## src/verilog/memPkg.sv

```systemverilog
////////////////////////////////////////
// KS-10 memory subsystem definitions
// Bus word, address views, handshake types
////////////////////////////////////////

`default_nettype none

package memPkg;

   // One 36-bit word, bit 0 is the MSB as on the KS-10
   typedef logic [0:35] word_t;

   // Flag bits 0..13 of the address word
   typedef struct packed
   {
      logic       read;                  // Read cycle
      logic       writeTest;             // Read old word, write new one
      logic       write;                 // Write cycle
      logic       phys;                  // Physical reference
      logic       io;                    // I/O reference
      logic [0:8] spare;                 // Unused flags
   } busFlags_t;

   // Memory view: flags, 2 unused bits, 20-bit address
   typedef struct packed
   {
      busFlags_t   flags;
      logic [0:1]  unused;
      logic [0:19] addr;
   } memAddr_t;

   // I/O view: flags, device number, 18-bit I/O address
   typedef struct packed
   {
      busFlags_t   flags;
      logic [0:3]  dev;
      logic [0:17] addr;
   } ioAddr_t;

   // Same address word, decoded either way
   typedef union packed
   {
      memAddr_t mem;
      ioAddr_t  io;
   } busAddr_t;

   ////////////////////////////////////////
   // Backplane request and response

   typedef struct packed
   {
      logic     req;                     // Held until acknowledge
      busAddr_t addr;
      word_t    data;                    // Write data
   } busReq_t;

   typedef struct packed
   {
      logic  ack;                        // One-cycle pulse
      logic  nxm;                        // Nonexistent memory
      word_t data;                       // Read data
   } busRsp_t;

   ////////////////////////////////////////
   // Constants

   localparam logic [0:3]  MEM_DEV        = 4'd0;              // Controller is device 0
   localparam logic [0:17] MSR_ADDR       = 18'o100000;        // MSR I/O address
   localparam word_t       MSR_WRITE_MASK = 36'o7777_0000_7777; // Bits 0-11, 24-35
   localparam int          NXM_CYCLES     = 8;                 // Ack timeout in cycles

endpackage

`default_nettype wire

```

## src/verilog/memCtrl.sv

```systemverilog
////////////////////////////////////////
// Backplane to RAM memory controller
// Address decode, 4-phase sequencer, data mux
////////////////////////////////////////

`default_nettype none

module memCtrl
#(
   parameter int ADDR_WIDTH = 10
)
(
   input  wire logic            clk,
   input  wire logic            rstN,
   input  wire memPkg::busReq_t memReq,
   output memPkg::busRsp_t      memRsp,
   output logic [ADDR_WIDTH-1:0] ramAddr,
   output logic                 ramWe,
   output memPkg::word_t        ramWrData,
   input  wire memPkg::word_t   ramRdData,
   output logic                 msrWrite,
   output memPkg::word_t        msrWrData,
   input  wire memPkg::word_t   msrValue
);

   localparam logic [1:0] PH1 = 2'd0;
   localparam logic [1:0] PH2 = 2'd1;
   localparam logic [1:0] PH3 = 2'd2;
   localparam logic [1:0] PH4 = 2'd3;

   memPkg::busFlags_t flags;
   logic              msrHit;             // Device 0, MSR address
   logic              memRead;
   logic              memWrite;
   logic              memWrTest;
   logic              msrRd;
   logic              msrWr;
   logic              decoded;            // Any reference we answer
   logic              busy;               // Sequencer running
   logic [1:0]        phase;
   memPkg::word_t     rdReg;              // RAM data captured in phase 3

   ////////////////////////////////////////
   // Address decode

   assign flags  = memReq.addr.mem.flags;
   assign msrHit = flags.io && flags.phys &&
                   (memReq.addr.io.dev == memPkg::MEM_DEV) &&
                   (memReq.addr.io.addr == memPkg::MSR_ADDR);

   assign memRead   = flags.read      && !flags.io;
   assign memWrite  = flags.write     && !flags.io;
   assign memWrTest = flags.writeTest && !flags.io;
   assign msrRd     = flags.read      && msrHit;
   assign msrWr     = flags.write     && msrHit;
   assign decoded   = memRead || memWrite || memWrTest || msrRd || msrWr;

   // Phase counter, starts one cycle after the grant
   always_ff @(posedge clk or negedge rstN)
   begin
      if (!rstN)
      begin
         busy  <= 1'b0;
         phase <= PH1;
      end
      else if (!memReq.req)
         busy <= 1'b0;                    // Aborted, request dropped
      else if (!busy)
      begin
         busy  <= decoded;                // Unknown refs left to NXM timer
         phase <= PH1;
      end
      else if (phase == PH4)
         busy <= 1'b0;
      else
         phase <= phase + 2'd1;
   end

   always_ff @(posedge clk)
   begin
      if (busy && (phase == PH3))
         rdReg <= ramRdData;
   end

   ////////////////////////////////////////
   // RAM and MSR controls

   // Low address bits only, upper bits wrap
   assign ramAddr   = memReq.addr.mem.addr[20-ADDR_WIDTH +: ADDR_WIDTH];
   assign ramWrData = memReq.data;
   assign ramWe     = busy && ((memWrite  && (phase == PH2)) ||
                               (memWrTest && (phase == PH4)));   // Old word already held
   assign msrWrite  = busy && msrWr && (phase == PH4);
   assign msrWrData = memReq.data;

   // Acknowledge in phase 4, io flag picks the source
   always_comb
   begin
      memRsp     = '0;
      memRsp.ack = busy && (phase == PH4);
      if (memRsp.ack)
         memRsp.data = flags.io ? msrValue : rdReg;
   end

endmodule

`default_nettype wire

```

## config.mk

```make
export PLATFORM = sky130hd
export DESIGN_NAME = memCtrl
export DESIGN_NICKNAME = d
export VERILOG_FILES = /design/src/verilog/memPkg.sv /design/src/verilog/memCtrl.sv
export SDC_FILE = /design/constraint.sdc
export NUM_CORES = 1
export LEC_CHECK = 0
export ABC_AREA = 1
export BUFFER_PORTS_ARGS = -buffer_cell sky130_fd_sc_hd__buf_4
export CAP_MARGIN = 20
export CORE_AREA = 4 4 103 105
export CTS_CLUSTER_SIZE = 20
export DETAILED_ROUTE_END_ITERATION = 8
export DIE_AREA = 0 0 107 109
export PLACE_DENSITY = 0.66
export SYNTH_ARGS = -nofsm -noshare
export SYNTH_HDL_FRONTEND = slang
export SYNTH_SLANG_ARGS = --single-unit
export TNS_END_PERCENT = 20
```

## constraint.sdc

```tcl
create_clock -name clk -period 1.9 [get_ports clk]
set_input_delay 0.19 -clock clk [delete_from_list [all_inputs] [get_ports clk]]
set_output_delay 0.19 -clock clk [all_outputs]
set_load 0.02 [all_outputs]
```

==> results of run 1 <==
[area by class of cell]
type                            count  share of cell area [%]
Timing Repair Buffer              157                   36.20
Sequential cell                    39                   35.07
Multi-Input combinational cell    152                   20.00
Tap cell                          133                   5.047
Clock buffer                        5                   2.087
Inverter                           10                   1.139
Clock inverter                      3                  0.4554
[critical path, stage by stage, from the launching register on]
cell and delay [ns]:
dfrtp_1 0.43, ha_1 0.22, nand2_1 0.08, buf_4 0.31, a21oi_1 0.09, buf_4 0.17
[sequential cells by signal (all words and copies together), names as in the netlist]
| name | cells |
|---|---|
| phase | 2 |
| busy | 1 |
| rdReg | 36 |
[routing by layer]
metal	routed length, µm	global-route usage [%]	share of wire [%]
met2	4481	24.37	54
met4	155	4.292	1.9
met3	1151	7.815	14
met5	0	0	0
met1	2509	11.73	30
[cell families after synthesis]
kind of cell             after synthesis  synth area share, %
other                                  1               0.1477
buffers and inverters                104                28.49
AO/OA/AOI/OAI                         40                7.935
adder cells (fa/ha/maj)                3                1.479
AND/OR/NAND/NOR                      108                16.41
flip-flops                            39                45.54
[cell usage after synthesis, drive strengths merged]
library cell,count,area [µm²]
a21oi,37,185.2
buf,92,678.2
nand4,1,6.260
nand3,2,10.01
ha,3,37.54
edfxtp,36,1081
inv,10,37.53
nor2,18,70.07
conb,1,3.750
nor3b,1,7.510
o21ai,2,10.01
dfrtp,3,75.07
nand2,86,322.8
o22ai,1,6.260
clkbuf,2,7.510
[path summary, 6_finish.rpt]
check	startpoint	endpoint	slack, ns	cells past startpoint
worst max-delay path	phase[0]	memRsp[15]	0.12	5
worst min-delay path	ramRdData[7]	rdReg[7]	0.07	1
worst max register to register	phase[0]	rdReg[27]	0.46	5
worst min register to register	phase[0]	phase[0]	0.56	1
max in group asynchronous	rstN	phase[1]	1.57	2
min in group asynchronous	rstN	busy	0.24	2
[where the power goes]
group	total, mW	switching (mW)	internal, mW
clock	0.531	0.282	0.249
combinational	0.342	0.150	0.192
sequential	0.985	0.0134	0.972
[what timing repair did]
item	4_1_cts	5_1_grt
setup buffers	0	0
hold buffers	1	0
endpoints found under the hold margin	3	0
==> results by group, run 1 <==
CTS
  – Reg clk slew, reported paths: 0.08 ns
  – Clock tree root driver cell: clkbuf_8
  – Worst-skew pair later-pin latency: 0.29 ns
  – TritonCTS clock tree: yes
  – Clock Sinks: 39
  – PostCTS Resize Cnt: 0
  – Clock buffer depth: 2
  – H-tree depth: 2
  – TritonCTS buffer count: 5

Finish
  – Non-filler cells, final: 499
  – Sequential cell area: 0.001156 mm²
  – Fin area: 0.003297 mm²
  – P&R area growth vs syn: 29.87%
  – Final Net Count: 515
  – Core Util, Final: 34.20%
  – Number of diodes: 0
  – Most common cell after layout, fill and taps aside: buf_4
  – Area occupied by multi-input gates: 659.4 µm²
  – Layout cells sized above 1: 44.81%
  – Most frequent cells in the layout: buf_4 (155), nand2_1 (86), a21oi_1 (37), edfxtp_1 (36), nor2_1 (17)
  – Filler cells: 1039

Job
  – Max cap viols: 0

Power
  – Pwr Total: 1.859 mW
  – Pleak: 1.532 nW
  – Power Density: 563.9 mW/mm²
  – VDD IR max: 252.5 µV

STA
  – Final setup viols: 0
  – Clock skew: 0.006207 ns
  – PnR worst setup slack: 0.1198 ns
  – Setup repair after global routing missed its margin: false
  – Max Slew Vio Count: 0
  – Final worst path period share: 93.69%
  – Fmax achieved: 0.5617 GHz
  – Min Hold Slack: 0.07325 ns
  – Tmin final: 1.780 ns
  – Final setup TNS: 0 ns
  – Hold Vio Cnt, Final: 0

Placement
  – Hpwl dp: 7013 µm
  – RePlAce Congestion: 0.7632
  – Worst slack at placement: 0.3958 ns
  – Placed Instances: 490
  – Placed cell areas: 0.003203 mm²
  – Port Buffers: 150

Floorplanning
  – Die Ht: 109 µm
  – Die X: 107 µm
  – Initial Utilization: 26.34%
  – Core Rows: 36
  – # IOs: 269
  – Core ar.: 0.009639 mm²
  – Die Area: 0.01166 mm²

GRT
  – Largest net degree at the start of global routing: 31
  – Initial antenna violation count: 0
  – First-pass GRT wire length: 11440 µm
  – GRT overflow: 0
  – GRT Resource Usage Total: 13.08%
  – Number of global-route vias before repair: 2055

Route
  – DRT Pass-1 Iters: 4
  – Starting DRT DRC Count: 87
  – Via density per instance: 4.144
  – Final wirelength: 8297 µm
  – DRC: 0
  – Routed Antenna Nets: 0
  – Routed vias: 2068
  – Routed len/inst: 16.63 µm

Synthesis
  – Yosys cell types: 18
  – Register area share after synthesis: 45.54%
  – Synthesized Nets: 445
  – Mapped Area: 0.002539 mm²
  – Flops & latches, synth: 39
  – Gate Count Post-Synth: 295
  – Yosys warnings: 0
  – Mapped Avg Cell Area: 8.606 µm²

Worst setup path
  – Peak fanout along the critical path: 30
  – Worst setup SP type: flop
  – WS Path Type: flop to primary output
  – WP data required: 1.71 ns
  – Arrival time of the worst setup path: 1.59 ns
  – CP endpoint kind: primary output

Run status
  – Status: completed

Worst hold path
  – Hold crit path type: input pin to flop
Power figures use the tool's default switching activity.
==> run 2: changes to the inputs <==
--- a/config.mk
+++ b/config.mk
@@ -6,7 +6,7 @@
 export NUM_CORES = 1
 export LEC_CHECK = 0
 export ABC_AREA = 1
-export BUFFER_PORTS_ARGS = -buffer_cell sky130_fd_sc_hd__buf_4
+export BUFFER_PORTS_ARGS = -buffer_cell sky130_fd_sc_hd__buf_2
 export CAP_MARGIN = 20
 export CORE_AREA = 4 4 103 105
 export CTS_CLUSTER_SIZE = 20
==> run 2 against run 1 <==
Combinational power fell by 20%. Worst setup slack got worse by 0.0044 ns. Final cell count grew 0.20%. Final area fell by 11%. Clock-buffer cell count up 1. Hold slack improved by 0.0068 ns. Critical path type unchanged. Largest power group unchanged.
==> results by group, run 2 (synthesis gave the netlist of run 1 again) <==
Route
  – DRC: 0
  – Routed len/inst: 16.11 µm
  – Routed Antenna Nets: 0
  – Routed vias: 2088
  – Final wirelength: 8057 µm
  – DRT Pass-1 Iters: 4
  – Via density per instance: 4.176
  – Starting DRT DRC Count: 65

Floorplanning
  – Die X: 107 µm
  – Initial Utilization: 26.34%
  – Die Area: 0.01166 mm²
  – Die Ht: 109 µm
  – # IOs: 269
  – Core ar.: 0.009639 mm²
  – Core Rows: 36

Placement
  – Placed Instances: 492
  – Port Buffers: 150
  – Worst slack at placement: 0.3773 ns
  – Hpwl dp: 6833 µm
  – RePlAce Congestion: 0.7706

Power
  – Power Density: 649.4 mW/mm²
  – Pleak: 1.458 nW
  – VDD IR max: 260.2 µV

STA
  – PnR worst setup slack: 0.1155 ns
  – Final setup TNS: 0 ns
  – Setup repair after global routing missed its margin: false
  – Clock skew: 0.001283 ns
  – Final worst path period share: 93.92%
  – Tmin final: 1.785 ns
  – Final setup viols: 0
  – Max Slew Vio Count: 0
  – Hold Vio Cnt, Final: 0
  – Fmax achieved: 0.5604 GHz

Worst setup path
  – Arrival time of the worst setup path: 1.59 ns
  – WS Path Type: flop to primary output
  – Peak fanout along the critical path: 30
  – WP data required: 1.71 ns
  – Worst setup SP type: flop
  – CP endpoint kind: primary output

Finish
  – Most frequent cells in the layout: buf_2 (150), nand2_1 (86), a21oi_1 (37), edfxtp_1 (36), nor2_1 (17)
  – Final Net Count: 517
  – Most common cell after layout, fill and taps aside: buf_2
  – Layout cells sized above 1: 45.23%
  – P&R area growth vs syn: 15.92%
  – Filler cells: 1065
  – Most flops, register: rdReg
  – Largest register FFs: 36
  – Non-filler cells, final: 500
  – Top flop regs: rdReg (36), phase (2), busy (1)
  – Number of diodes: 0

GRT
  – GRT overflow: 0
  – Number of global-route vias before repair: 2032
  – Largest net degree at the start of global routing: 31
  – Initial antenna violation count: 0
  – First-pass GRT wire length: 10980 µm
  – GRT Resource Usage Total: 12.59%

CTS
  – Clock buffer depth: 2
  – Worst-skew pair later-pin latency: 0.28 ns
  – Post-CTS Setup Inserts: 0
  – TritonCTS buffer count: 5
  – Clock Sinks: 39
  – TritonCTS clock tree: yes
  – H-tree depth: 2
  – Reg clk slew, reported paths: 0.07 ns
  – Clock tree root driver cell: clkbuf_8

Worst hold path
  – Hold crit path type: input pin to flop

Job
  – Max cap viols: 0

Run status
  – Status: completed
[run 2: cell count changes in the layout (fill, tap and decap cells not counted)]
cell,before,now
buf_2,0,150
buf_4,155,8
clkinv_1,2,0
buf_12,1,0
bufinv_16,0,1
clkbuf_1,0,1
clkinvlp_4,1,0
[run 2: layout make-up]
type	instances	area, µm²	area share (%)
timing repair buffer	159	820.8	27.89
clock inverter	1	30.03	1.020
inverter	10	37.54	1.276
tap	133	166.4	5.655
sequential	39	1156	39.29
multi-input combinational	152	659.4	22.41
clock buffer	6	72.57	2.466
[run 2: power by group]
group | switching (mW) | internal (mW)
sequential | 0.0135 | 0.972
clock | 0.266 | 0.385
combinational | 0.149 | 0.125
[run 2: repair_timing]
action	CTS	global route
endpoints found under the hold margin	3	0
gates resized for setup	0	0
hold buffers	1	0
[run 2: final timing paths]
kind                                    start          to  slack (ns)  cells past startpoint
min in group asynchronous                rstN        busy        0.23                      2
worst min register to register       phase[0]    phase[0]        0.56                      1
worst max-delay path                 phase[0]  memRsp[23]        0.12                      5
worst min-delay path            ramRdData[13]   rdReg[13]        0.08                      1
worst max register to register       phase[0]   rdReg[31]        0.47                      5
max in group asynchronous                rstN    phase[1]        1.56                      2
[run 2: metrics by stage]
| step | hold WS [ns] | power (mW) | area, µm² | util, % |
|---|---|---|---|---|
| floorplan | -0.1056 | 1.364 | 2539 | - |
| global placement | -0.01047 | 1.272 | 2830 | 29.36 |
| detailed placement | -0.009013 | 1.281 | 2830 | 29.36 |
| CTS | 0.06508 | 1.946 | 2943 | 30.53 |
| global route | 0.05676 | 2.010 | 2943 | 30.53 |
| finish | 0.08004 | 1.911 | 2943 | 30.53 |
[run 2: worst max-delay path, stage by stage, from the launching register on]
cell and delay [ns]:
dfrtp_1 0.43, ha_1 0.21, nand2_1 0.08, buf_4 0.32, a21oi_1 0.09, buf_2 0.17
[run 2: metal layers]
metal / track usage [%] / vias to the layer above / share of wire, %
met5: 0 / - / 0
met4: 4.201 / 0 / 1.9
met3: 7.578 / 16 / 14
met2: 23.79 / 125 / 54
met1: 10.95 / 937 / 30
li1: - / 1010 / -
