### src/verilog/memPkg.sv
////////////////////////////////////////
// KS-10 memory subsystem definitions
// Bus word, address views, handshake types
////////////////////////////////////////

`default_nettype none

package memPkg;

   // One 36-bit word, bit 0 is the MSB as on the KS-10
   typedef logic [0:35] word_t;

   // Flag bits 0..13 of the address word
   typedef struct packed
   {
      logic       read;                  // Read cycle
      logic       writeTest;             // Read old word, write new one
      logic       write;                 // Write cycle
      logic       phys;                  // Physical reference
      logic       io;                    // I/O reference
      logic [0:8] spare;                 // Unused flags
   } busFlags_t;

   // Memory view: flags, 2 unused bits, 20-bit address
   typedef struct packed
   {
      busFlags_t   flags;
      logic [0:1]  unused;
      logic [0:19] addr;
   } memAddr_t;

   // I/O view: flags, device number, 18-bit I/O address
   typedef struct packed
   {
      busFlags_t   flags;
      logic [0:3]  dev;
      logic [0:17] addr;
   } ioAddr_t;

   // Same address word, decoded either way
   typedef union packed
   {
      memAddr_t mem;
      ioAddr_t  io;
   } busAddr_t;

   ////////////////////////////////////////
   // Backplane request and response

   typedef struct packed
   {
      logic     req;                     // Held until acknowledge
      busAddr_t addr;
      word_t    data;                    // Write data
   } busReq_t;

   typedef struct packed
   {
      logic  ack;                        // One-cycle pulse
      logic  nxm;                        // Nonexistent memory
      word_t data;                       // Read data
   } busRsp_t;

   ////////////////////////////////////////
   // Constants

   localparam logic [0:3]  MEM_DEV        = 4'd0;              // Controller is device 0
   localparam logic [0:17] MSR_ADDR       = 18'o100000;        // MSR I/O address
   localparam word_t       MSR_WRITE_MASK = 36'o7777_0000_7777; // Bits 0-11, 24-35
   localparam int          NXM_CYCLES     = 8;                 // Ack timeout in cycles

endpackage

`default_nettype wire

### src/verilog/memStatReg.sv
////////////////////////////////////////
// Memory Status Register, device 0
////////////////////////////////////////

`default_nettype none

module memStatReg
(
   input  wire logic          clk,
   input  wire logic          rstN,
   input  wire logic          msrWrite,   // Strobe from controller
   input  wire memPkg::word_t msrWrData,
   output memPkg::word_t      msrValue
);

   // Only masked bits are stored, the rest read zero
   always_ff @(posedge clk or negedge rstN)
   begin
      if (!rstN)
         msrValue <= '0;
      else if (msrWrite)
         msrValue <= msrWrData & memPkg::MSR_WRITE_MASK;
   end

endmodule

`default_nettype wire

### config.mk
export PLATFORM = sky130hd
export DESIGN_NAME = memStatReg
export DESIGN_NICKNAME = d
export VERILOG_FILES = /design/src/verilog/memPkg.sv /design/src/verilog/memStatReg.sv
export SDC_FILE = /design/constraint.sdc
export NUM_CORES = 1
export LEC_CHECK = 0
export BUFFER_PORTS_ARGS = -buffer_cell sky130_fd_sc_hd__buf_2
export CORE_MARGIN = 2
export CORE_UTILIZATION = 43
export CTS_CLUSTER_DIAMETER = 120
export DETAILED_ROUTE_END_ITERATION = 6
export PLACE_DENSITY = 0.88
export SLEW_MARGIN = 0
export SYNTH_ARGS = -nofsm -noshare
export SYNTH_HDL_FRONTEND = slang
export SYNTH_SLANG_ARGS = --single-unit
### constraint.sdc
create_clock -name clk -period 1.44 [get_ports clk]
set_input_delay 0.072 -clock clk [delete_from_list [all_inputs] [get_ports clk]]
set_output_delay 0.072 -clock clk [all_outputs]
set_load 0.02 [all_outputs]
==> impl_metrics.tcl, run 1 <==
set metrics [dict create \
    clk_latency_ps 300 \
    yosys.area_share.simple_pct 0 \
    drive_gt1_share_pct 56.43 \
    async_flop_share_pct 100.0 \
    yosysSeqAreaShare_pct 55.05 \
    netlist_area_sq_um 1091 \
    cts_buffers 3 \
    cts_sinks 24 \
    timing.hold.ws_ps 196.3 \
    worst_ep_required_time_ps 1370 \
    postCtsHoldBufs 25 \
    grtUsageTotal_pct 16.48 \
    clkTransAtPathRegs_ps 130 \
    cp-end-kind "output pin" \
    instances_no_fill 170 \
    muxShareOfSynthArea_pct 31.65 \
    die_h_um 54.37 \
    r2r-end "msrValue[3]" \
    hold_end "msrValue[4]" \
    cp_num_buf_inv 1 \
    r2r_start "msrValue[3]" \
    nets 180 \
    yosysTopAreaCell "dfrtp_1" \
    drv_slew 0 \
    cpMaxStageDelayCell "dfrtp_1" \
    holdCritPathClass "in2reg" \
    viasPerCell 4.400 \
    vias 748 \
    worstSetupPathType "reg2out" \
    finalSetupTns_ps 0 \
    rrSetupSlack_ps 660 \
    cts_tree "built" \
    outcome "finished clean" \
    hpwlAfterDp_um 1498 \
    synthXorXnorAreaFrac_pct 0 \
    ys.flop_type "dfrtp_1" \
    finalSetupViolations 0 \
    worst_pin_slew_ps 512.4 \
    clk_path_buf_depth 2 \
    crit_path_max_fanout 2 \
    reg2regPathDepth 1 \
    cts-resized-gates 0 \
    grt_pass1_wl_um 3353 \
    synth_top_cells_by_area "dfrtp_1, mux2_4, buf_4" \
    max_stage_delay_ps 410 \
    clockPowerShare_pct 22.3 \
    dieArea_sq_um 2956 \
    p_int_mw 1.107 \
    synth-compound-area-share_pct 0 \
    cts_setup_buffers 0 \
    period_share_pct 66.53 \
    cp-start-kind "flop" \
    largest_register "msrValue" \
    grt_pass1_vias 794 \
    ys_warn_count 0 \
    grt_max_degree 25 \
    synth_top_family_by_area "multiplexers" \
    wirelength_um 2300 \
    yosysMostFrequentCell "dfrtp_1" \
    place_inst 141 \
    ctsRootBufferMaster "clkbuf_4" \
    diodes 0 \
    synth_edf_count 0 \
    core_sq_um 2432 \
    slew-limit-headroom_pct 65.84 \
    port_buffers 50 \
    synthCells 64 \
    fin_crit_ps 958.0 \
    peakVddDrop_v 0.0006413 \
    largestRegisters "msrValue (24)" \
    ys_types 7 \
    fmax_mhz 1044 \
    htree_levels 1 \
    place.gp.congestion 0.5371 \
    hold_depth 2 \
    synth-adder-area-share_pct 0 \
    rows 18 \
    start_util_pct 44.86 \
    arrival_ps 890 \
    overflow 0 \
    antenna_found_initial 0 \
    fin_worst_skew_ps 0 \
    synth_top_area_share_pct 55.05 \
    hp-start "msrWrite" \
    p_sw_mw 0.4357 \
    synth_seq_cells 24 \
    avgSynthCellArea_sq_um 17.05 \
    cellLeakagePower_nw 0.8316 \
    rsz0062_at_grt "false" \
    ant_nets 0 \
    die_x_um 54.37 \
    drc 0 \
    cpLargestDelayFamily "flip-flops" \
    sw_frac_of_total_pct 28.24 \
    io-pin-count 75 \
    netlist_top_cells_count "dfrtp_1, mux2_4, buf_4" \
    place_area_sq_um 1299 \
    timing.final.hold_violations 0 \
    p_comb_share_pct 27.4 \
    drt-wirelength-per-cell_um 13.53 \
    seq_power_share_pct 50.3 \
    largest_reg_flops 24 \
    cellPowerDensity_nw_per_um2 973.3 \
    path_cells "buf_2" \
    area_delta_synth_final_pct 45.30 \
    maxCapViolCount 0 \
    first_iter_violations 1 \
    fin_area_sq_um 1585 \
    drt_first_pass_iters 3 \
]
==> cells by family (layout without fill, tap and decap cells) <==
kind of cell | after synthesis | count (layout)
buf+inv | 15 | 80
flops | 24 | 24
mux | 24 | 24
other cells | 1 | 12
==> metrics by stage <==
step	total power [mW]	worst slack [ps]	utilization (%)
3_5_place_dp	1.159	458.1	53.40
3_3_place_gp	1.144	488.1	53.40
6_report	1.543	482.0	65.17
4_1_cts	1.553	476.7	65.17
5_1_grt	1.624	430.9	65.17
2_1_floorplan	1.058	605.3	-
==> worst max-delay path by stage <==
stage | startpoint | endpoint | slack, ps | depth (start not counted)
final | msrValue[8] | msrValue[8] | 480 | 1
after CTS | msrValue[8] | msrValue[8] | 480 | 1
after detailed placement | msrWrite | msrValue[29] | 460 | 3
after floorplan | msrValue[10] | msrValue[10] | 610 | 1
after global placement | msrWrite | msrValue[9] | 490 | 3
after global routing | msrValue[3] | msrValue[3] | 430 | 1
==> power groups by stage <==
stage | combinational, mW | clock, mW | sequential (mW)
2_1_floorplan | 0.185 | 0 | 0.874
3_3_place_gp | 0.361 | 0 | 0.783
6_report | 0.423 | 0.344 | 0.776
3_5_place_dp | 0.370 | 0 | 0.789
4_1_cts | 0.424 | 0.353 | 0.777
5_1_grt | 0.452 | 0.386 | 0.786
==> cell usage in the layout, fill, tap and decap left out, drive strengths merged <==
cell type / synthesis / final
dlygate4sd3: 0 / 25
buf: 15 / 51
clkbuf: 0 / 4
conb: 1 / 12
mux2: 24 / 24
dfrtp: 24 / 24
==> final cells by class <==
type	instances	area (sq um)
fill	174	847.1
sequential	24	600.6
timing repair buffer	76	520.5
multi-input combinational	36	390.4
tap	30	37.54
clock buffer	4	36.28
==> routing by layer <==
metal  wire (um)  global-route usage [%]  up-vias
li1            -                       -      345
met1         855                   16.64      363
met2        1258                   32.33       38
met3         175                   2.732        2
met4          10                   7.500        0
met5           0                       0        -
No activity file was read; power rests on OpenSTA's default activity.
==> inputs of run 2 (changes only) <==
--- a/config.mk
+++ b/config.mk
@@ -7,10 +7,10 @@
 export LEC_CHECK = 0
 export BUFFER_PORTS_ARGS = -buffer_cell sky130_fd_sc_hd__buf_2
 export CORE_MARGIN = 2
-export CORE_UTILIZATION = 43
+export CORE_UTILIZATION = 40
 export CTS_CLUSTER_DIAMETER = 120
 export DETAILED_ROUTE_END_ITERATION = 6
-export PLACE_DENSITY = 0.88
+export PLACE_DENSITY = 0.83
 export SLEW_MARGIN = 0
 export SYNTH_ARGS = -nofsm -noshare
 export SYNTH_HDL_FRONTEND = slang
==> constraint.sdc (replaced) <==
create_clock -name clk -period 1 [get_ports clk]
set_input_delay 0.05 -clock clk [delete_from_list [all_inputs] [get_ports clk]]
set_output_delay 0.05 -clock clk [all_outputs]
set_load 0.02 [all_outputs]
==> run 2 against run 1 <==
  * Global-route usage is 0.45 points lower
  * Power rose by 37%
  * Hold slack improved by 62 ps
  * Die area increased by 6.9%
  * Final cell count down 0.59%
  * Register-to-register slack worse by 450 ps
  * Routed wire length is 5.7% lower
  * Clock skew did not move
  * Non-clock buffer count unchanged
  * Clock-buffer cell count shrank 1
  * Sequential power increased by 44%
  * Design area down 0.87%
  * Highest routed layer unchanged
==> impl_metrics.tcl, run 2 (same netlist as run 1, synthesis figures left out) <==
set metrics [dict create \
    port_buffers 50 \
    dp_slack_ps 147.1 \
    clk_path_buf_depth 2 \
    drive_gt1_share_pct 56.12 \
    cts_sinks 24 \
    outcome "finished clean" \
    antenna_found_initial 0 \
    fin_crit_ps 930.7 \
    cpLargestDelayFamily "flip-flops" \
    reg2regPathDepth 1 \
    fmax_mhz 1075 \
    overflow 0 \
    multi_input_area_sq_um 390.4 \
    rsz0062_at_grt "false" \
    viasPerCell 4.379 \
    core_sq_um 2522 \
    cp_num_buf_inv 1 \
    cts_tree "built" \
    ctsRootBufferMaster "clkbuf_4" \
    htree_levels 1 \
    largest_reg_flops 24 \
    layout_common_cells "buf_2, dlygate4sd3_1, dfrtp_1" \
    cp-start-kind "flop" \
    drc 0 \
    drv_slew 0 \
    cellLeakagePower_nw 0.8244 \
    startpoint "msrValue[1]" \
    max_stage_delay_ps 410 \
    grt_max_degree 25 \
    final_core_util_pct 62.30 \
    period_share_pct 93.07 \
    grtUsageTotal_pct 16.03 \
    r2r-end "msrValue[32]" \
    fillers 204 \
    dieArea_sq_um 3161 \
    cts_setup_buffers 0 \
    cts-resized-gates 0 \
    grt_pass1_wl_um 3898 \
    final_common_cell "buf_2" \
    grt_pass1_vias 814 \
    fin_worst_skew_ps 0 \
    die_x_um 56.23 \
    peakVddDrop_v 0.0008071 \
    start_util_pct 43.25 \
    cts_buffers 3 \
    fin_ws_ps 69.35 \
    io-pin-count 75 \
    place_inst 141 \
    rrSetupSlack_ps 210 \
    clk_latency_ps 300 \
    place.gp.congestion 0.6502 \
    ant_nets 0 \
    maxCapViolCount 0 \
    rows 18 \
    area_delta_synth_final_pct 44.04 \
    clkTransAtPathRegs_ps 120 \
    worstSetupPathType "reg2out" \
    timing.final.hold_violations 0 \
    crit_path_max_fanout 2 \
    wirelength_um 2170 \
    nets 180 \
    finalSetupTns_ps 0 \
    largest_register "msrValue" \
    path_cells "buf_2" \
    worst_ep_required_time_ps 950 \
    diodes 0 \
    fin_area_sq_um 1572 \
    finalSetupViolations 0 \
    cp-end-kind "output pin" \
    largestRegisters "msrValue (24)" \
    drt-wirelength-per-cell_um 12.84 \
    hpwlAfterDp_um 1284 \
    vias 740 \
    r2r_start "msrValue[32]" \
    instances_no_fill 169 \
    place_area_sq_um 1299 \
    cellPowerDensity_nw_per_um2 1349 \
    cpMaxStageDelayCell "dfrtp_1" \
    first_iter_violations 10 \
    arrival_ps 880 \
    timing.hold.ws_ps 258.7 \
    total_power_mw 2.121 \
    seqCellArea_sq_um 600.6 \
    drt_first_pass_iters 2 \
    holdCritPathClass "in2async" \
    die_h_um 56.23 \
]
-- run 2: how the worst max path moves through the flow --
stage	endpoint	slack (ps)	depth (start not counted)
after global routing	msrValue[1]	10	1
after global placement	msrValue[33]	180	3
after floorplan	msrValue[10]	170	1
final	msrValue[1]	70	1
after detailed placement	msrValue[35]	150	3
after CTS	msrValue[32]	70	1
-- run 2: what timing repair did --
item,in CTS,in global routing
endpoints found under the hold margin,48,0
hold buffers,25,0
endpoints found under the setup margin,0,0
-- run 2: per-layer routing --
metal	track usage [%]	up-vias	part of all wire, %
met4	3.061	0	0.51
met1	19.50	349	41
met2	27.39	50	49
met3	5.814	2	9.9
li1	-	339	-
met5	0	-	0
-- run 2: area by class of cell --
class	instances	share of cell area [%]
clock buffer	3	1.433
multi-input combinational	36	24.84
sequential	24	38.22
tap	30	2.389
timing repair buffer	76	33.12
-- run 2: power by group --
| group | switching [mW] | total [mW] | internal, mW |
|---|---|---|---|
| clock network | 0.257 | 0.397 | 0.141 |
| registers | 0.0510 | 1.12 | 1.07 |
| logic | 0.300 | 0.606 | 0.306 |
| total | 0.608 | 2.12 | 1.51 |
==> inputs of run 3 (changes only) <==
--- a/config.mk
+++ b/config.mk
@@ -10,7 +10,7 @@
 export CORE_UTILIZATION = 40
 export CTS_CLUSTER_DIAMETER = 120
 export DETAILED_ROUTE_END_ITERATION = 6
-export PLACE_DENSITY = 0.83
+export PLACE_DENSITY = 0.78
 export SLEW_MARGIN = 0
 export SYNTH_ARGS = -nofsm -noshare
 export SYNTH_HDL_FRONTEND = slang
==> constraint.sdc (replaced) <==
create_clock -name clk -period 1 [get_ports clk]
set_input_delay 0.05 -clock clk [delete_from_list [all_inputs] [get_ports clk]]
set_output_delay 0.05 -clock clk [all_outputs]
set_load 0.005 [all_outputs]
==> run 3 against run 2 <==
  * Non-clock buffer count increased by 1
  * Sequential cell count unchanged
  * Clock skew unchanged
  * Global-route usage decreased by 0.87 points
  * Design area increased by 3.2%
  * Power increased by 7.2%
  * Final cell count increased by 1.2%
  * Critical path type unchanged
  * Largest power group unchanged
==> impl_metrics.tcl, run 3 (same netlist as run 1, synthesis figures left out) <==
set metrics [dict create \
    drv_slew 0 \
    rrSetupSlack_ps 210 \
    cts-resized-gates 0 \
    timing.hold.ws_ps 215.0 \
    grt_use_met2_pct 27.73 \
    cp_num_buf_inv 1 \
    io-pin-count 75 \
    grtUsageTotal_pct 15.16 \
    gr-max-usage-layer "met2" \
    sw_frac_of_total_pct 21.61 \
    p_sw_mw 0.4911 \
    clk_latency_ps 300 \
    area_delta_synth_final_pct 48.62 \
    drive_gt1_share_pct 56.74 \
    timing.final.hold_violations 0 \
    wirelength_um 2228 \
    diodes 0 \
    cp-start-kind "flop" \
    total_power_mw 2.273 \
    antenna_found_initial 0 \
    arrival_ps 850 \
    place.gp.congestion 0.6519 \
    p_int_mw 1.782 \
    cellPowerDensity_nw_per_um2 1402 \
    die_h_um 56.23 \
    grt_pass1_vias 797 \
    hpwlAfterDp_um 1438 \
    clk_path_buf_depth 2 \
    reg2regPathDepth 1 \
    cp.depth 1 \
    fmax_mhz 1110 \
    largestRegisters "msrValue (24)" \
    fin_crit_ps 900.6 \
    crit_path_max_fanout 2 \
    overflow 0 \
    r2r-end "msrValue[9]" \
    drt-wirelength-per-cell_um 13.03 \
    hold_end "msrValue[1]" \
    nets 181 \
    cts_buffers 3 \
    finalSetupViolations 0 \
    largest_register "msrValue" \
    fin_worst_skew_ps 0 \
    place_area_sq_um 1319 \
    hp-start "msrWrite" \
    cp-end-kind "output pin" \
    final_common_cell "buf_2" \
    holdCritPathClass "in2reg" \
    postCtsHoldBufs 25 \
    r2r_start "msrValue[9]" \
    cts_tree "built" \
    rsz0062_at_grt "false" \
    seq_power_share_pct 49.3 \
    maxCapViolCount 0 \
    cpLargestDelayFamily "flip-flops" \
    hold_depth 3 \
    path_cells "buf_2" \
    core_sq_um 2522 \
    largest_reg_flops 24 \
    ctsRootBufferMaster "clkbuf_4" \
    max_stage_delay_ps 410 \
    slew-limit-headroom_pct 65.67 \
    worst_pin_slew_ps 514.9 \
    viasPerCell 4.292 \
    p_comb_share_pct 20.5 \
    drt_first_pass_iters 3 \
    period_share_pct 90.06 \
    worstSetupPathType "reg2out" \
    first_iter_violations 5 \
    cts_sinks 24 \
    drc 0 \
    dieArea_sq_um 3161 \
    start_util_pct 43.25 \
    cellLeakagePower_nw 0.8479 \
    vias 734 \
    met3_usage_pct 3.023 \
    clkTransAtPathRegs_ps 130 \
    htree_levels 1 \
    peakVddDrop_v 0.0008523 \
    worst_ep_required_time_ps 950 \
    cts_setup_buffers 0 \
    cpMaxStageDelayCell "dfrtp_1" \
    fin_area_sq_um 1622 \
    port_buffers 50 \
    clockPowerShare_pct 30.1 \
    grt_pass1_wl_um 3684 \
    die_x_um 56.23 \
    finalSetupTns_ps 0 \
    fillers 195 \
    outcome "finished clean" \
    layout_common_cells "buf_2, dlygate4sd3_1, dfrtp_1" \
    grt_max_degree 25 \
    ant_nets 0 \
    gr-usage-met1_pct 17.76 \
    rows 18 \
]
## run 3: cell count changes in the layout (fill, tap and decap cells not counted), sizes merged
| cell | delta |
|---|---|
| buf | +1 |
| bufinv | +1 |
## run 3: power groups by stage
stage	registers (mW)	clock network [mW]	logic (mW)
floorplan	1.14	0	0.235
global placement	1.13	0	0.382
detailed placement	1.14	0	0.392
CTS	1.12	0.707	0.468
global route	1.13	0.759	0.508
finish	1.12	0.685	0.466
## run 3: layout make-up
| type | count | area (sq um) | share of cell area, % |
|---|---|---|---|
| Clock buffer | 3 | 22.52 | 1.389 |
| Clock inverter | 1 | 30.03 | 1.852 |
| Multi-Input combinational cell | 36 | 390.4 | 24.07 |
| Sequential cell | 24 | 600.6 | 37.04 |
| Tap cell | 30 | 37.54 | 2.315 |
| Timing Repair Buffer | 77 | 540.5 | 33.33 |
## run 3: worst max path at each step
stage | from | end | slack (ps)
5_1_grt | msrValue[29] | msrValue[29] | 30
2_1_floorplan | msrValue[10] | msrValue[10] | 250
6_report | msrValue[33] | msrValue[33] | 100
3_5_place_dp | msrWrite | msrValue[0] | 170
4_1_cts | msrValue[2] | msrValue[2] | 90
3_3_place_gp | msrWrite | msrValue[1] | 200
## run 3: layer usage
| metal | vias to the layer above | routed length, um |
|---|---|---|
| met2 | 39 | 1247 |
| met4 | 0 | 21 |
| met5 | - | 0 |
| li1 | 345 | - |
| met1 | 348 | 813 |
| met3 | 2 | 146 |
## run 3: stage by stage
stage,worst slack (ps),cells,utilization [%]
finish,99.35,171,64.29
global route,34.97,171,64.29
CTS,88.12,171,64.29
detailed placement,174.9,142,52.28
floorplan,251.7,75,-
global placement,196.4,142,52.28
