$ cat config.mk
export PLATFORM = sky130hd
export DESIGN_NAME = busArbiter
export DESIGN_NICKNAME = d
export VERILOG_FILES = /design/src/verilog/memPkg.sv /design/src/verilog/busArbiter.sv
export SDC_FILE = /design/constraint.sdc
export NUM_CORES = 1
export LEC_CHECK = 0
export BUFFER_PORTS_ARGS = -buffer_cell sky130_fd_sc_hd__buf_2
export CAP_MARGIN = 10
export CORE_AREA = 2 2 129 131
export CTS_BUF_LIST = sky130_fd_sc_hd__clkbuf_4 sky130_fd_sc_hd__clkbuf_8
export DETAILED_ROUTE_END_ITERATION = 16
export DIE_AREA = 0 0 131 133
export PLACE_DENSITY_LB_ADDON = 0.3
export SETUP_SLACK_MARGIN = 0.5
export SLEW_MARGIN = 20
export SYNTH_ARGS = -nofsm -noshare
export SYNTH_HDL_FRONTEND = slang
export SYNTH_SLANG_ARGS = --single-unit
$ cat constraint.sdc
create_clock -name clk -period 1.7 [get_ports clk]
set_input_delay 0.17 -clock clk [delete_from_list [all_inputs] [get_ports clk]]
set_output_delay 0.17 -clock clk [all_outputs]
set_load 0.01 [all_outputs]
$ cat src/verilog/memPkg.sv
////////////////////////////////////////
// KS-10 memory subsystem definitions
// Bus word, address views, handshake types
////////////////////////////////////////

`default_nettype none

package memPkg;

   // One 36-bit word, bit 0 is the MSB as on the KS-10
   typedef logic [0:35] word_t;

   // Flag bits 0..13 of the address word
   typedef struct packed
   {
      logic       read;                  // Read cycle
      logic       writeTest;             // Read old word, write new one
      logic       write;                 // Write cycle
      logic       phys;                  // Physical reference
      logic       io;                    // I/O reference
      logic [0:8] spare;                 // Unused flags
   } busFlags_t;

   // Memory view: flags, 2 unused bits, 20-bit address
   typedef struct packed
   {
      busFlags_t   flags;
      logic [0:1]  unused;
      logic [0:19] addr;
   } memAddr_t;

   // I/O view: flags, device number, 18-bit I/O address
   typedef struct packed
   {
      busFlags_t   flags;
      logic [0:3]  dev;
      logic [0:17] addr;
   } ioAddr_t;

   // Same address word, decoded either way
   typedef union packed
   {
      memAddr_t mem;
      ioAddr_t  io;
   } busAddr_t;

   ////////////////////////////////////////
   // Backplane request and response

   typedef struct packed
   {
      logic     req;                     // Held until acknowledge
      busAddr_t addr;
      word_t    data;                    // Write data
   } busReq_t;

   typedef struct packed
   {
      logic  ack;                        // One-cycle pulse
      logic  nxm;                        // Nonexistent memory
      word_t data;                       // Read data
   } busRsp_t;

   ////////////////////////////////////////
   // Constants

   localparam logic [0:3]  MEM_DEV        = 4'd0;              // Controller is device 0
   localparam logic [0:17] MSR_ADDR       = 18'o100000;        // MSR I/O address
   localparam word_t       MSR_WRITE_MASK = 36'o7777_0000_7777; // Bits 0-11, 24-35
   localparam int          NXM_CYCLES     = 8;                 // Ack timeout in cycles

endpackage

`default_nettype wire

$ cat src/verilog/busArbiter.sv
////////////////////////////////////////
// Backplane arbiter, CPU and console ports
// Round robin grant plus NXM timeout
////////////////////////////////////////

`default_nettype none

module busArbiter
(
   input  wire logic            clk,
   input  wire logic            rstN,
   input  wire memPkg::busReq_t cpuReq,
   input  wire memPkg::busReq_t conReq,
   output memPkg::busRsp_t      cpuRsp,
   output memPkg::busRsp_t      conRsp,
   output memPkg::busReq_t      memReq,
   input  wire memPkg::busRsp_t memRsp
);

   localparam int NXM_W = $clog2(memPkg::NXM_CYCLES + 1);

   logic [1:0]       grant;               // Bit 0 CPU, bit 1 console
   logic             lastCon;             // Console won last
   logic [NXM_W-1:0] nxmCnt;              // Cycles since grant
   logic             nxmHit;              // Timeout, nobody answered
   memPkg::busRsp_t  rsp;

   // Nothing acknowledged by the last cycle of the window
   assign nxmHit = (grant != 2'b00) && !memRsp.ack &&
                   (nxmCnt == NXM_W'(memPkg::NXM_CYCLES));

   always_comb
   begin
      rsp = memRsp;
      if (nxmHit)
      begin
         rsp.ack  = 1'b1;                 // Force the end of the cycle
         rsp.nxm  = 1'b1;
         rsp.data = '0;
      end
   end

   ////////////////////////////////////////
   // Request forwarding and response steering

   always_comb
   begin
      memReq = '0;                        // Idle bus when nothing granted
      if (grant[0])
         memReq = cpuReq;
      else if (grant[1])
         memReq = conReq;
   end

   assign cpuRsp = grant[0] ? rsp : '0;
   assign conRsp = grant[1] ? rsp : '0;

   // Grant only from idle, drop it on acknowledge
   always_ff @(posedge clk or negedge rstN)
   begin
      if (!rstN)
      begin
         grant   <= 2'b00;
         lastCon <= 1'b1;                 // CPU has first priority
         nxmCnt  <= '0;
      end
      else if (grant == 2'b00)
      begin
         nxmCnt <= NXM_W'(1);             // Grant cycle counts as one
         if (cpuReq.req && (!conReq.req || lastCon))
         begin
            grant   <= 2'b01;
            lastCon <= 1'b0;
         end
         else if (conReq.req)
         begin
            grant   <= 2'b10;
            lastCon <= 1'b1;
         end
      end
      else if (rsp.ack)
         grant <= 2'b00;                  // Done, normal or NXM
      else
         nxmCnt <= nxmCnt + NXM_W'(1);
   end

endmodule

`default_nettype wire

==> results of run 1 <==
-- kinds of logic (layout without fill, tap and decap cells) --
group | after synthesis | after routing | synth area share, %
and+or+nand+nor | 95 | 97 | 36.6
AOI/OAI and AO/OA | 83 | 83 | 41.4
xor gates and xnor gates | 1 | 1 | 0.517
DFF | 7 | 7 | 10.4
adders and majority gates | 2 | 2 | 1.48
buffers and inverters | 27 | 392 | 9.59
-- worst register-to-register path, delay by kind of cell, from the launching register on --
family	cells	cell delay [ns]
adders and majority gates	1	0.13
buffers and inverters	5	0.44
DFF	1	0.38
and+or+nand+nor	3	0.55
-- sequential cells by signal, indices dropped and copies added, names as in the netlist --
signal   flops
lastCon      1
grant        2
nxmCnt       4
-- path summary, 6_finish.rpt --
kind | to | cells after the start | slack, ns
worst max-delay path | cpuRsp[16] | 8 | -0.18
worst min register to register | lastCon | 2 | 0.53
worst min-delay path | lastCon | 2 | 0.15
worst max register to register | nxmCnt[0] | 9 | 0.09
min in group asynchronous | grant[1] | 2 | 0.31
max in group asynchronous | lastCon | 2 | 1.16
-- through the flow --
| step | setup WS, ns | instances |
|---|---|---|
| finish | -0.179 | 802 |
| global route | -0.250 | 802 |
| CTS | -0.210 | 781 |
| detailed placement | -0.303 | 761 |
| global placement | -0.291 | 761 |
| floorplan | 0.234 | 215 |
-- what timing repair did --
action,in CTS,in global routing
pin swaps,4,14
resized for setup,105,26
endpoints found under the hold margin,7,0
cloned,3,10
endpoints found under the setup margin,156,156
hold buffers,1,0
buffers inserted,12,11
-- final cells by class --
class / count / area share [%]
well taps: 220 / 5.51
multi-input cells: 183 / 32.4
repair buffers: 384 / 57.2
inverters: 4 / 0.301
flip-flops and latches: 7 / 3.58
clock buffers: 4 / 0.977
-- power groups by stage --
stage | Combinational [W] | Sequential, W | Clock [W]
detailed placement | 0.00503 | 0.000300 | 0
floorplan | 0.00329 | 0.000292 | 0
finish | 0.00728 | 0.000330 | 0.000254
global route | 0.00776 | 0.000338 | 0.000273
global placement | 0.00508 | 0.000303 | 0
CTS | 0.00630 | 0.000319 | 0.000256
-- Yosys cell counts, drive strengths merged, types with 2 or more instances --
cell type,instances
nand2b,2
clkbuf,6
o21ai,2
and2,72
nor2b,7
nor2,4
a22o,72
a21oi,4
nand2,3
buf,17
inv,4
dfrtp,6
ha,2
-- placed cells by master, fill, tap and decap left out, drive strengths merged, types with 3 or more instances in the layout --
cell    netlist  final
inv           4      4
nand2         3      3
nor2b         7      9
nor2          4      4
dfrtp         6      6
and2         72     72
clkbuf        6      9
a22o         72     72
a21oi         4      4
buf          17    378
-- layer usage --
| layer | vias to the layer above | global-route usage [%] |
|---|---|---|
| met5 | - | 0 |
| met4 | 0 | 1.18 |
| met3 | 4 | 1.37 |
| met2 | 137 | 20.0 |
| met1 | 1447 | 13.4 |
| li1 | 1533 | - |
==> impl_metrics.toml, run 1 <==
[run_status]
status = "finished, violations left"
failed_checks = "setup timing"

[logic_synthesis]
ys_seq_area_share_pct = 10.4
ys_top_cells_by_area = "a22o_1, and2_1, dfrtp_1, and2_2, buf_6"
yosysTopAreaCell = "a22o_1"
yosysTopAreaCellShare_pct = 37.2
syn-mean-instance-area_um2 = 7.89
syn_area_um2 = 1700
yosys_warnings = 0
synth-edff-count = 0
synth-seq-cells = 7
ys.flop_type = "dfrtp_1"
async_flop_share_pct = 100
synthDistinctLibCells = 31
syn-instance-count = 215
synth_fp_nets = 403

[timing]
slew_violations = 0
skew_ns = 0.00398
rsz0062_at_grt = "yes"
setup_viol = 76
min_period_ns = 1.88
hold_violations = 0
fin_setup_tns_ns = -9.70
fmax_mhz = 532
slew_headroom_pct = 74.4
timing.final.ws_setup_ns = -0.179
fin_crit_sh_pct = 111
worstMarginPinSlew_ns = 0.374
fin_hold_ws_ns = 0.145

[clocking]
numClockSinks = 7
clk-insertion-delay-late_ns = 0.23
tritoncts = "done"
cts_made_buffers = 3
h-tree-depth = 1
clockBufferDepth = 2
path_clk_slew_ns = 0.04
clockRootBuffer = "clkbuf_8"

[final_layout]
drive_gt1_share_pct = 82.6
regArea_um2 = 179
final_util_pct = 30.9
syn2layout_area_growth_pct = 194
fill_cells = 1717
antenna_cells = 0
nNetsFinal = 771
multi_input_area_um2 = 1620
design_area_um2 = 4990

[pwr]
netSwitchingFraction_pct = 41.4
combPwrFrac_pct = 92.6
totalPowerFinal_w = 0.00786
pwr-share-clk_pct = 3.2
switching_power_w = 0.00325
power_density_nw_per_um2 = 1570
internal-power_w = 0.00461
leakagePower_nw = 2.74
worst_ir_drop_vdd_uv = 753
seqPwrFrac_pct = 4.2

[global_route]
antenna_found_initial = 0
grt_usage_pct = 10.8
grt-ovfl-total = 0
grt_pass1_vias = 2795
grt_max_degree = 80
grt_pass1_wl_mm = 14.9

[place]
dpl.hpwl_mm = 8.12
io_buffers = 334
gp_congestion = 0.785
place_area_um2 = 3830

[critical_path]
crit_type = "reg2out"
cp_max_fo = 18
r2r-start = "nxmCnt[1]"
worstPathArrival_ns = 1.71
cpLargestDelayFamily = "simple AND/OR/NAND/NOR gates"
startpoint = "nxmCnt[1]"
crit_path_end_kind = "output pin"
cp_slowest_cell = "dfrtp_1"
crit_top_cell = "buf_12"
required_ns = 1.53
crit_path_start_kind = "flop"
critPathMaxStageDelay_ns = 0.38
crit_buf_inv = 4
crit_chain = "inv_2, ha_4, and4bb_4, buf_12, nor2b_4, buf_12, and2_4, buf_6"

[route]
post_drt_via_cell_ratio = 3.89
route.met3.wl_um = 776
wl_met1_mm = 4.99
routedWlPerCell_um = 15.1
drtPass1Iterations = 4
initialDrtViolationCount = 117
antenna_left = 0
drcViolationCount = 0
num_vias = 3121
topRoutingLayerUsed = "met4"
wirelength_mm = 12.1
wl_met2_mm = 6.34

[die]
num_io_pins = 335
die_area_um2 = 17400
core_um2 = 16200
dieHeight_um = 133
core.rowCount = 47
initial_utilization_pct = 10.5
die_w_um = 131

[worst_hold_path]
min-delay-start = "cpuReq[72]"
hold_class = "in2reg"

[run]
cap_viol_max_count = 0
Note: power is estimated with default switching activity, not from simulation.
==> inputs of run 2 (changes only) <==
--- a/config.mk
+++ b/config.mk
@@ -11,6 +11,7 @@
 export CTS_BUF_LIST = sky130_fd_sc_hd__clkbuf_4 sky130_fd_sc_hd__clkbuf_8
 export DETAILED_ROUTE_END_ITERATION = 16
 export DIE_AREA = 0 0 131 133
+export MAX_ROUTING_LAYER = met4
 export PLACE_DENSITY_LB_ADDON = 0.3
 export SETUP_SLACK_MARGIN = 0.5
 export SLEW_MARGIN = 20
==> constraint.sdc (replaced) <==
create_clock -name clk -period 2.15 [get_ports clk]
set_input_delay 0.215 -clock clk [delete_from_list [all_inputs] [get_ports clk]]
set_output_delay 0.215 -clock clk [all_outputs]
set_load 0.01 [all_outputs]
==> impl_metrics.toml, run 2 (synthesis gave the netlist of run 1 again) <==
[run_status]
status = "completed"

[timing]
min_period_ns = 1.86
setup_viol = 0
slew_headroom_pct = 67.4
skew_ns = 0.00192
fin_setup_tns_ns = 0
rsz0062_at_grt = "yes"
worstMarginPinSlew_ns = 0.487
slew_violations = 0
fin_hold_ws_ns = 0.189
fin_crit_sh_pct = 86.4
hold_violations = 0
fmax_mhz = 538
timing.final.ws_setup_ns = 0.292

[die]
num_io_pins = 335
die_area_um2 = 17400
core_um2 = 16200
core.rowCount = 47
dieHeight_um = 133
die_w_um = 131
initial_utilization_pct = 10.5

[clocking]
path_clk_slew_ns = 0.04
h-tree-depth = 1
clockRootBuffer = "clkbuf_8"
clk-insertion-delay-late_ns = 0.23
cts_made_buffers = 3
tritoncts = "done"
numClockSinks = 7
clockBufferDepth = 2

[final_layout]
syn2layout_area_growth_pct = 138
largest_registers = "nxmCnt (4), grant (2), lastCon (1)"
nNetsFinal = 748
mostFrequentLayoutCells = "buf_2, a22o_1, and2_1"
antenna_cells = 0
largest-register = "nxmCnt"
largest_register_ffs = 4
layout_commonest_cell = "buf_2"
final_util_pct = 25.0
design_area_um2 = 4040
drive_gt1_share_pct = 70.3

[place]
dp_slack_ns = 0.413
io_buffers = 334
dpl.hpwl_mm = 8.13
place_area_um2 = 3600
gp_congestion = 0.738

[global_route]
antenna_found_initial = 1
grt_usage_pct = 10.2
grt_pass1_wl_mm = 13.5
grt_pass1_vias = 2510
grt_max_degree = 57
grt-ovfl-total = 0

[critical_path]
crit_type = "reg2out"
startpoint = "nxmCnt[1]"
required_ns = 1.93
r2r-start = "nxmCnt[1]"
cp_max_fo = 36
crit_path_end_kind = "output pin"
crit_path_start_kind = "flop"
worstPathArrival_ns = 1.64

[pwr]
leakagePower_nw = 2.39
power_density_nw_per_um2 = 1180
worst_ir_drop_vdd_uv = 466

[route]
post_drt_via_cell_ratio = 3.80
num_vias = 2961
antenna_left = 0
drcViolationCount = 0
wirelength_mm = 11.0
routedWlPerCell_um = 14.1
initialDrtViolationCount = 115
drtPass1Iterations = 4

[run]
cap_viol_max_count = 0

[worst_hold_path]
min-delay-start = "cpuReq[72]"
hold_class = "in2reg"
-- run 2: cell types whose count changed in the layout (fill, tap and decap cells not counted), sizes merged --
cell | before | now
buf | 378 | 357
nor2b | 9 | 7
-- run 2: power by group --
group | internal [W] | switching [W]
combinational | 0.00220 | 0.00212
sequential | 0.000194 | 0.0000497
clock | 0.000141 | 0.0000588
-- run 2: final cells by class --
| class | count | area [um^2] |
|---|---|---|
| flip-flops and latches | 7 | 179 |
| fillers | 1778 | 12100 |
| multi-input cells | 181 | 1400 |
| well taps | 220 | 275 |
| clock buffers | 4 | 48.8 |
| repair buffers | 363 | 2130 |
| inverters | 4 | 15.0 |
-- run 2: path summary, 6_finish.rpt --
kind	to	slack [ns]	cells past startpoint
setup / recovery	cpuRsp[5]	0.29	7
hold / removal	lastCon	0.19	2
setup reg to reg	nxmCnt[0]	0.54	8
hold reg to reg	lastCon	0.53	2
max in group asynchronous	lastCon	1.57	2
min in group asynchronous	nxmCnt[0]	0.35	2
-- run 2: worst max-delay path, cell delays in order (launching register included) --
cell and delay [ns]:
dfrtp_1 0.38, inv_2 0.07, ha_4 0.13, and4bb_4 0.28, nor2b_4 0.05, buf_12 0.15, and2_2 0.20, buf_2 0.13
-- run 2: metrics by stage --
| step | power [W] | cells |
|---|---|---|
| after CTS | 0.00439 | 769 |
| after floorplan | 0.00243 | 215 |
| after global routing | 0.00517 | 779 |
| final | 0.00476 | 779 |
| after global placement | 0.00390 | 752 |
| after detailed placement | 0.00386 | 752 |
-- run 2: per-layer routing --
layer	share of wire [%]	up-vias	GRT usage, %
li1	-	1483	-
met1	43	1310	13.4
met2	50	166	17.5
met3	7.0	2	0.687
met4	0.19	0	0.887
met5	0	-	-
-- run 2: repair_timing --
action / 4_1_cts / 5_1_grt
buffers inserted: 10 / 5
hold buffers: 1 / 0
hold endpoints to repair: 6 / 0
cloned: 2 / 5
pin swaps: 2 / 3
resized for setup: 11 / 13
setup endpoints to repair: 147 / 119
==> inputs of run 3 (changes only) <==
==> constraint.sdc (replaced) <==
create_clock -name clk -period 2.15 [get_ports clk]
set_input_delay 0 -clock clk [delete_from_list [all_inputs] [get_ports clk]]
set_output_delay 0 -clock clk [all_outputs]
set_load 0.01 [all_outputs]
==> impl_metrics.toml, run 3 (synthesis gave the netlist of run 1 again) <==
[critical_path]
crit_chain = "inv_1, ha_4, and4bb_4, nor2b_4, buf_12, and2_2, buf_2"
crit_path_start_kind = "flop"
critPathMaxStageDelay_ns = 0.38
crit_path_end_kind = "output pin"
crit_buf_inv = 3
crit_type = "reg2out"
cpLargestDelayFamily = "simple AND/OR/NAND/NOR gates"
required_ns = 2.15
cp_max_fo = 18
cp_slowest_cell = "dfrtp_1"
worstPathArrival_ns = 1.67

[pwr]
leakagePower_nw = 2.29
totalPowerFinal_w = 0.00434
netSwitchingFraction_pct = 48.8
switching_power_w = 0.00212
internal-power_w = 0.00222
seqPwrFrac_pct = 5.9
pwr-share-clk_pct = 4.4
combPwrFrac_pct = 89.7
worst_ir_drop_vdd_uv = 422
power_density_nw_per_um2 = 1140

[final_layout]
largest_registers = "nxmCnt (4), grant (2), lastCon (1)"
largest_register_ffs = 4
syn2layout_area_growth_pct = 125
antenna_cells = 0
drive_gt1_share_pct = 68.4
layout_commonest_cell = "buf_2"
design_area_um2 = 3810
nNetsFinal = 737
mostFrequentLayoutCells = "buf_2, a22o_1, and2_1"
largest-register = "nxmCnt"

[clocking]
path_clk_slew_ns = 0.04
h-tree-depth = 1
clk-insertion-delay-late_ns = 0.22
clockBufferDepth = 2
cts_made_buffers = 3
clockRootBuffer = "clkbuf_8"
tritoncts = "done"
numClockSinks = 7

[place]
io_buffers = 334
dpl.hpwl_mm = 8.20
dp_slack_ns = 0.512
place_area_um2 = 3560
gp_congestion = 0.721

[route]
post_drt_via_cell_ratio = 3.77
drcViolationCount = 0
drtPass1Iterations = 4
wirelength_mm = 10.4
initialDrtViolationCount = 95
routedWlPerCell_um = 13.6
antenna_left = 0
num_vias = 2899

[die]
core.rowCount = 47
initial_utilization_pct = 10.5
core_um2 = 16200
num_io_pins = 335
dieHeight_um = 133
die_area_um2 = 17400
die_w_um = 131

[timing]
min_period_ns = 1.67
rsz0062_at_grt = "yes"
timing.final.ws_setup_ns = 0.479
slew_headroom_pct = 70.2
fin_crit_sh_pct = 77.7
worstMarginPinSlew_ns = 0.446
fmax_mhz = 598
setup_viol = 0
hold_violations = 0
fin_setup_tns_ns = 0
skew_ns = 0.000874
slew_violations = 0

[run]
cap_viol_max_count = 0

[worst_hold_path]
hold_class = "in2reg"

[global_route]
grt_max_degree = 59
antenna_found_initial = 1
grt-ovfl-total = 0
grt_usage_pct = 10.1
grt_pass1_vias = 2474
grt_pass1_wl_mm = 13.5

[run_status]
status = "completed"
-- run 3: cell types whose count changed in the layout (fill, tap and decap cells not counted), moves of 2 or more --
cell       previous run  this run
buf_16                3         0
buf_2               332       334
buf_4                12         8
buf_6                 5         1
clkbuf_16             5         2
dfrtp_2               2         0
nor2_4                2         0
-- run 3: worst min-delay path: stages --
cell	delay [ns]
buf_2	0.12
a21oi_1	0.12
a31oi_1	0.05
-- run 3: layout make-up --
cell class / instances / area, um^2
Tap cell: 220 / 275
Fill cell: 1799 / 12400
Multi-Input combinational cell: 181 / 1380
Timing Repair Buffer: 352 / 1910
Sequential cell: 7 / 180
Clock buffer: 4 / 48.8
Inverter: 4 / 15.0
-- run 3: metrics by stage --
stage | utilization (%) | hold slack, ns | instances
global route | 23.5 | 0.0818 | 768
finish | 23.5 | 0.0807 | 768
floorplan | - | -0.296 | 215
detailed placement | 22.0 | -0.157 | 752
CTS | 23.0 | 0.0752 | 762
global placement | 22.0 | -0.155 | 752
-- run 3: path summary, 6_finish.rpt --
path	start	to	slack, ns	depth (start not counted)
max in group asynchronous	rstN	lastCon	1.77	2
hold / removal	conReq[72]	lastCon	0.08	3
min in group asynchronous	rstN	nxmCnt[2]	0.15	2
hold reg to reg	lastCon	lastCon	0.54	2
setup / recovery	nxmCnt[1]	cpuRsp[5]	0.48	7
setup reg to reg	nxmCnt[1]	nxmCnt[0]	0.69	6
-- run 3: metal layers --
layer / vias to the layer above / global-route usage [%] / wire length [um]
met5: - / - / 0
met2: 171 / 17.7 / 5070
met3: 2 / 0.728 / 807
met1: 1269 / 13.2 / 4550
met4: 0 / 0.709 / 11
li1: 1457 / - / -
-- run 3: what timing repair did --
action                                 CTS  global route
setup endpoints to repair              144            82
endpoints found under the hold margin    8             0
buffers inserted                         4             4
pin swaps                                1             1
resized for setup                       13             3
gates cloned                             0             2
hold buffers                             2             0
-- run 3: power by group through the flow --
| stage | clock (W) | combinational [W] | sequential, W |
|---|---|---|---|
| 2_1_floorplan | 0 | 0.00220 | 0.000229 |
| 3_3_place_gp | 0 | 0.00348 | 0.000321 |
| 3_5_place_dp | 0 | 0.00346 | 0.000321 |
| 4_1_cts | 0.000198 | 0.00369 | 0.000295 |
| 5_1_grt | 0.000210 | 0.00423 | 0.000261 |
| 6_report | 0.000193 | 0.00390 | 0.000255 |
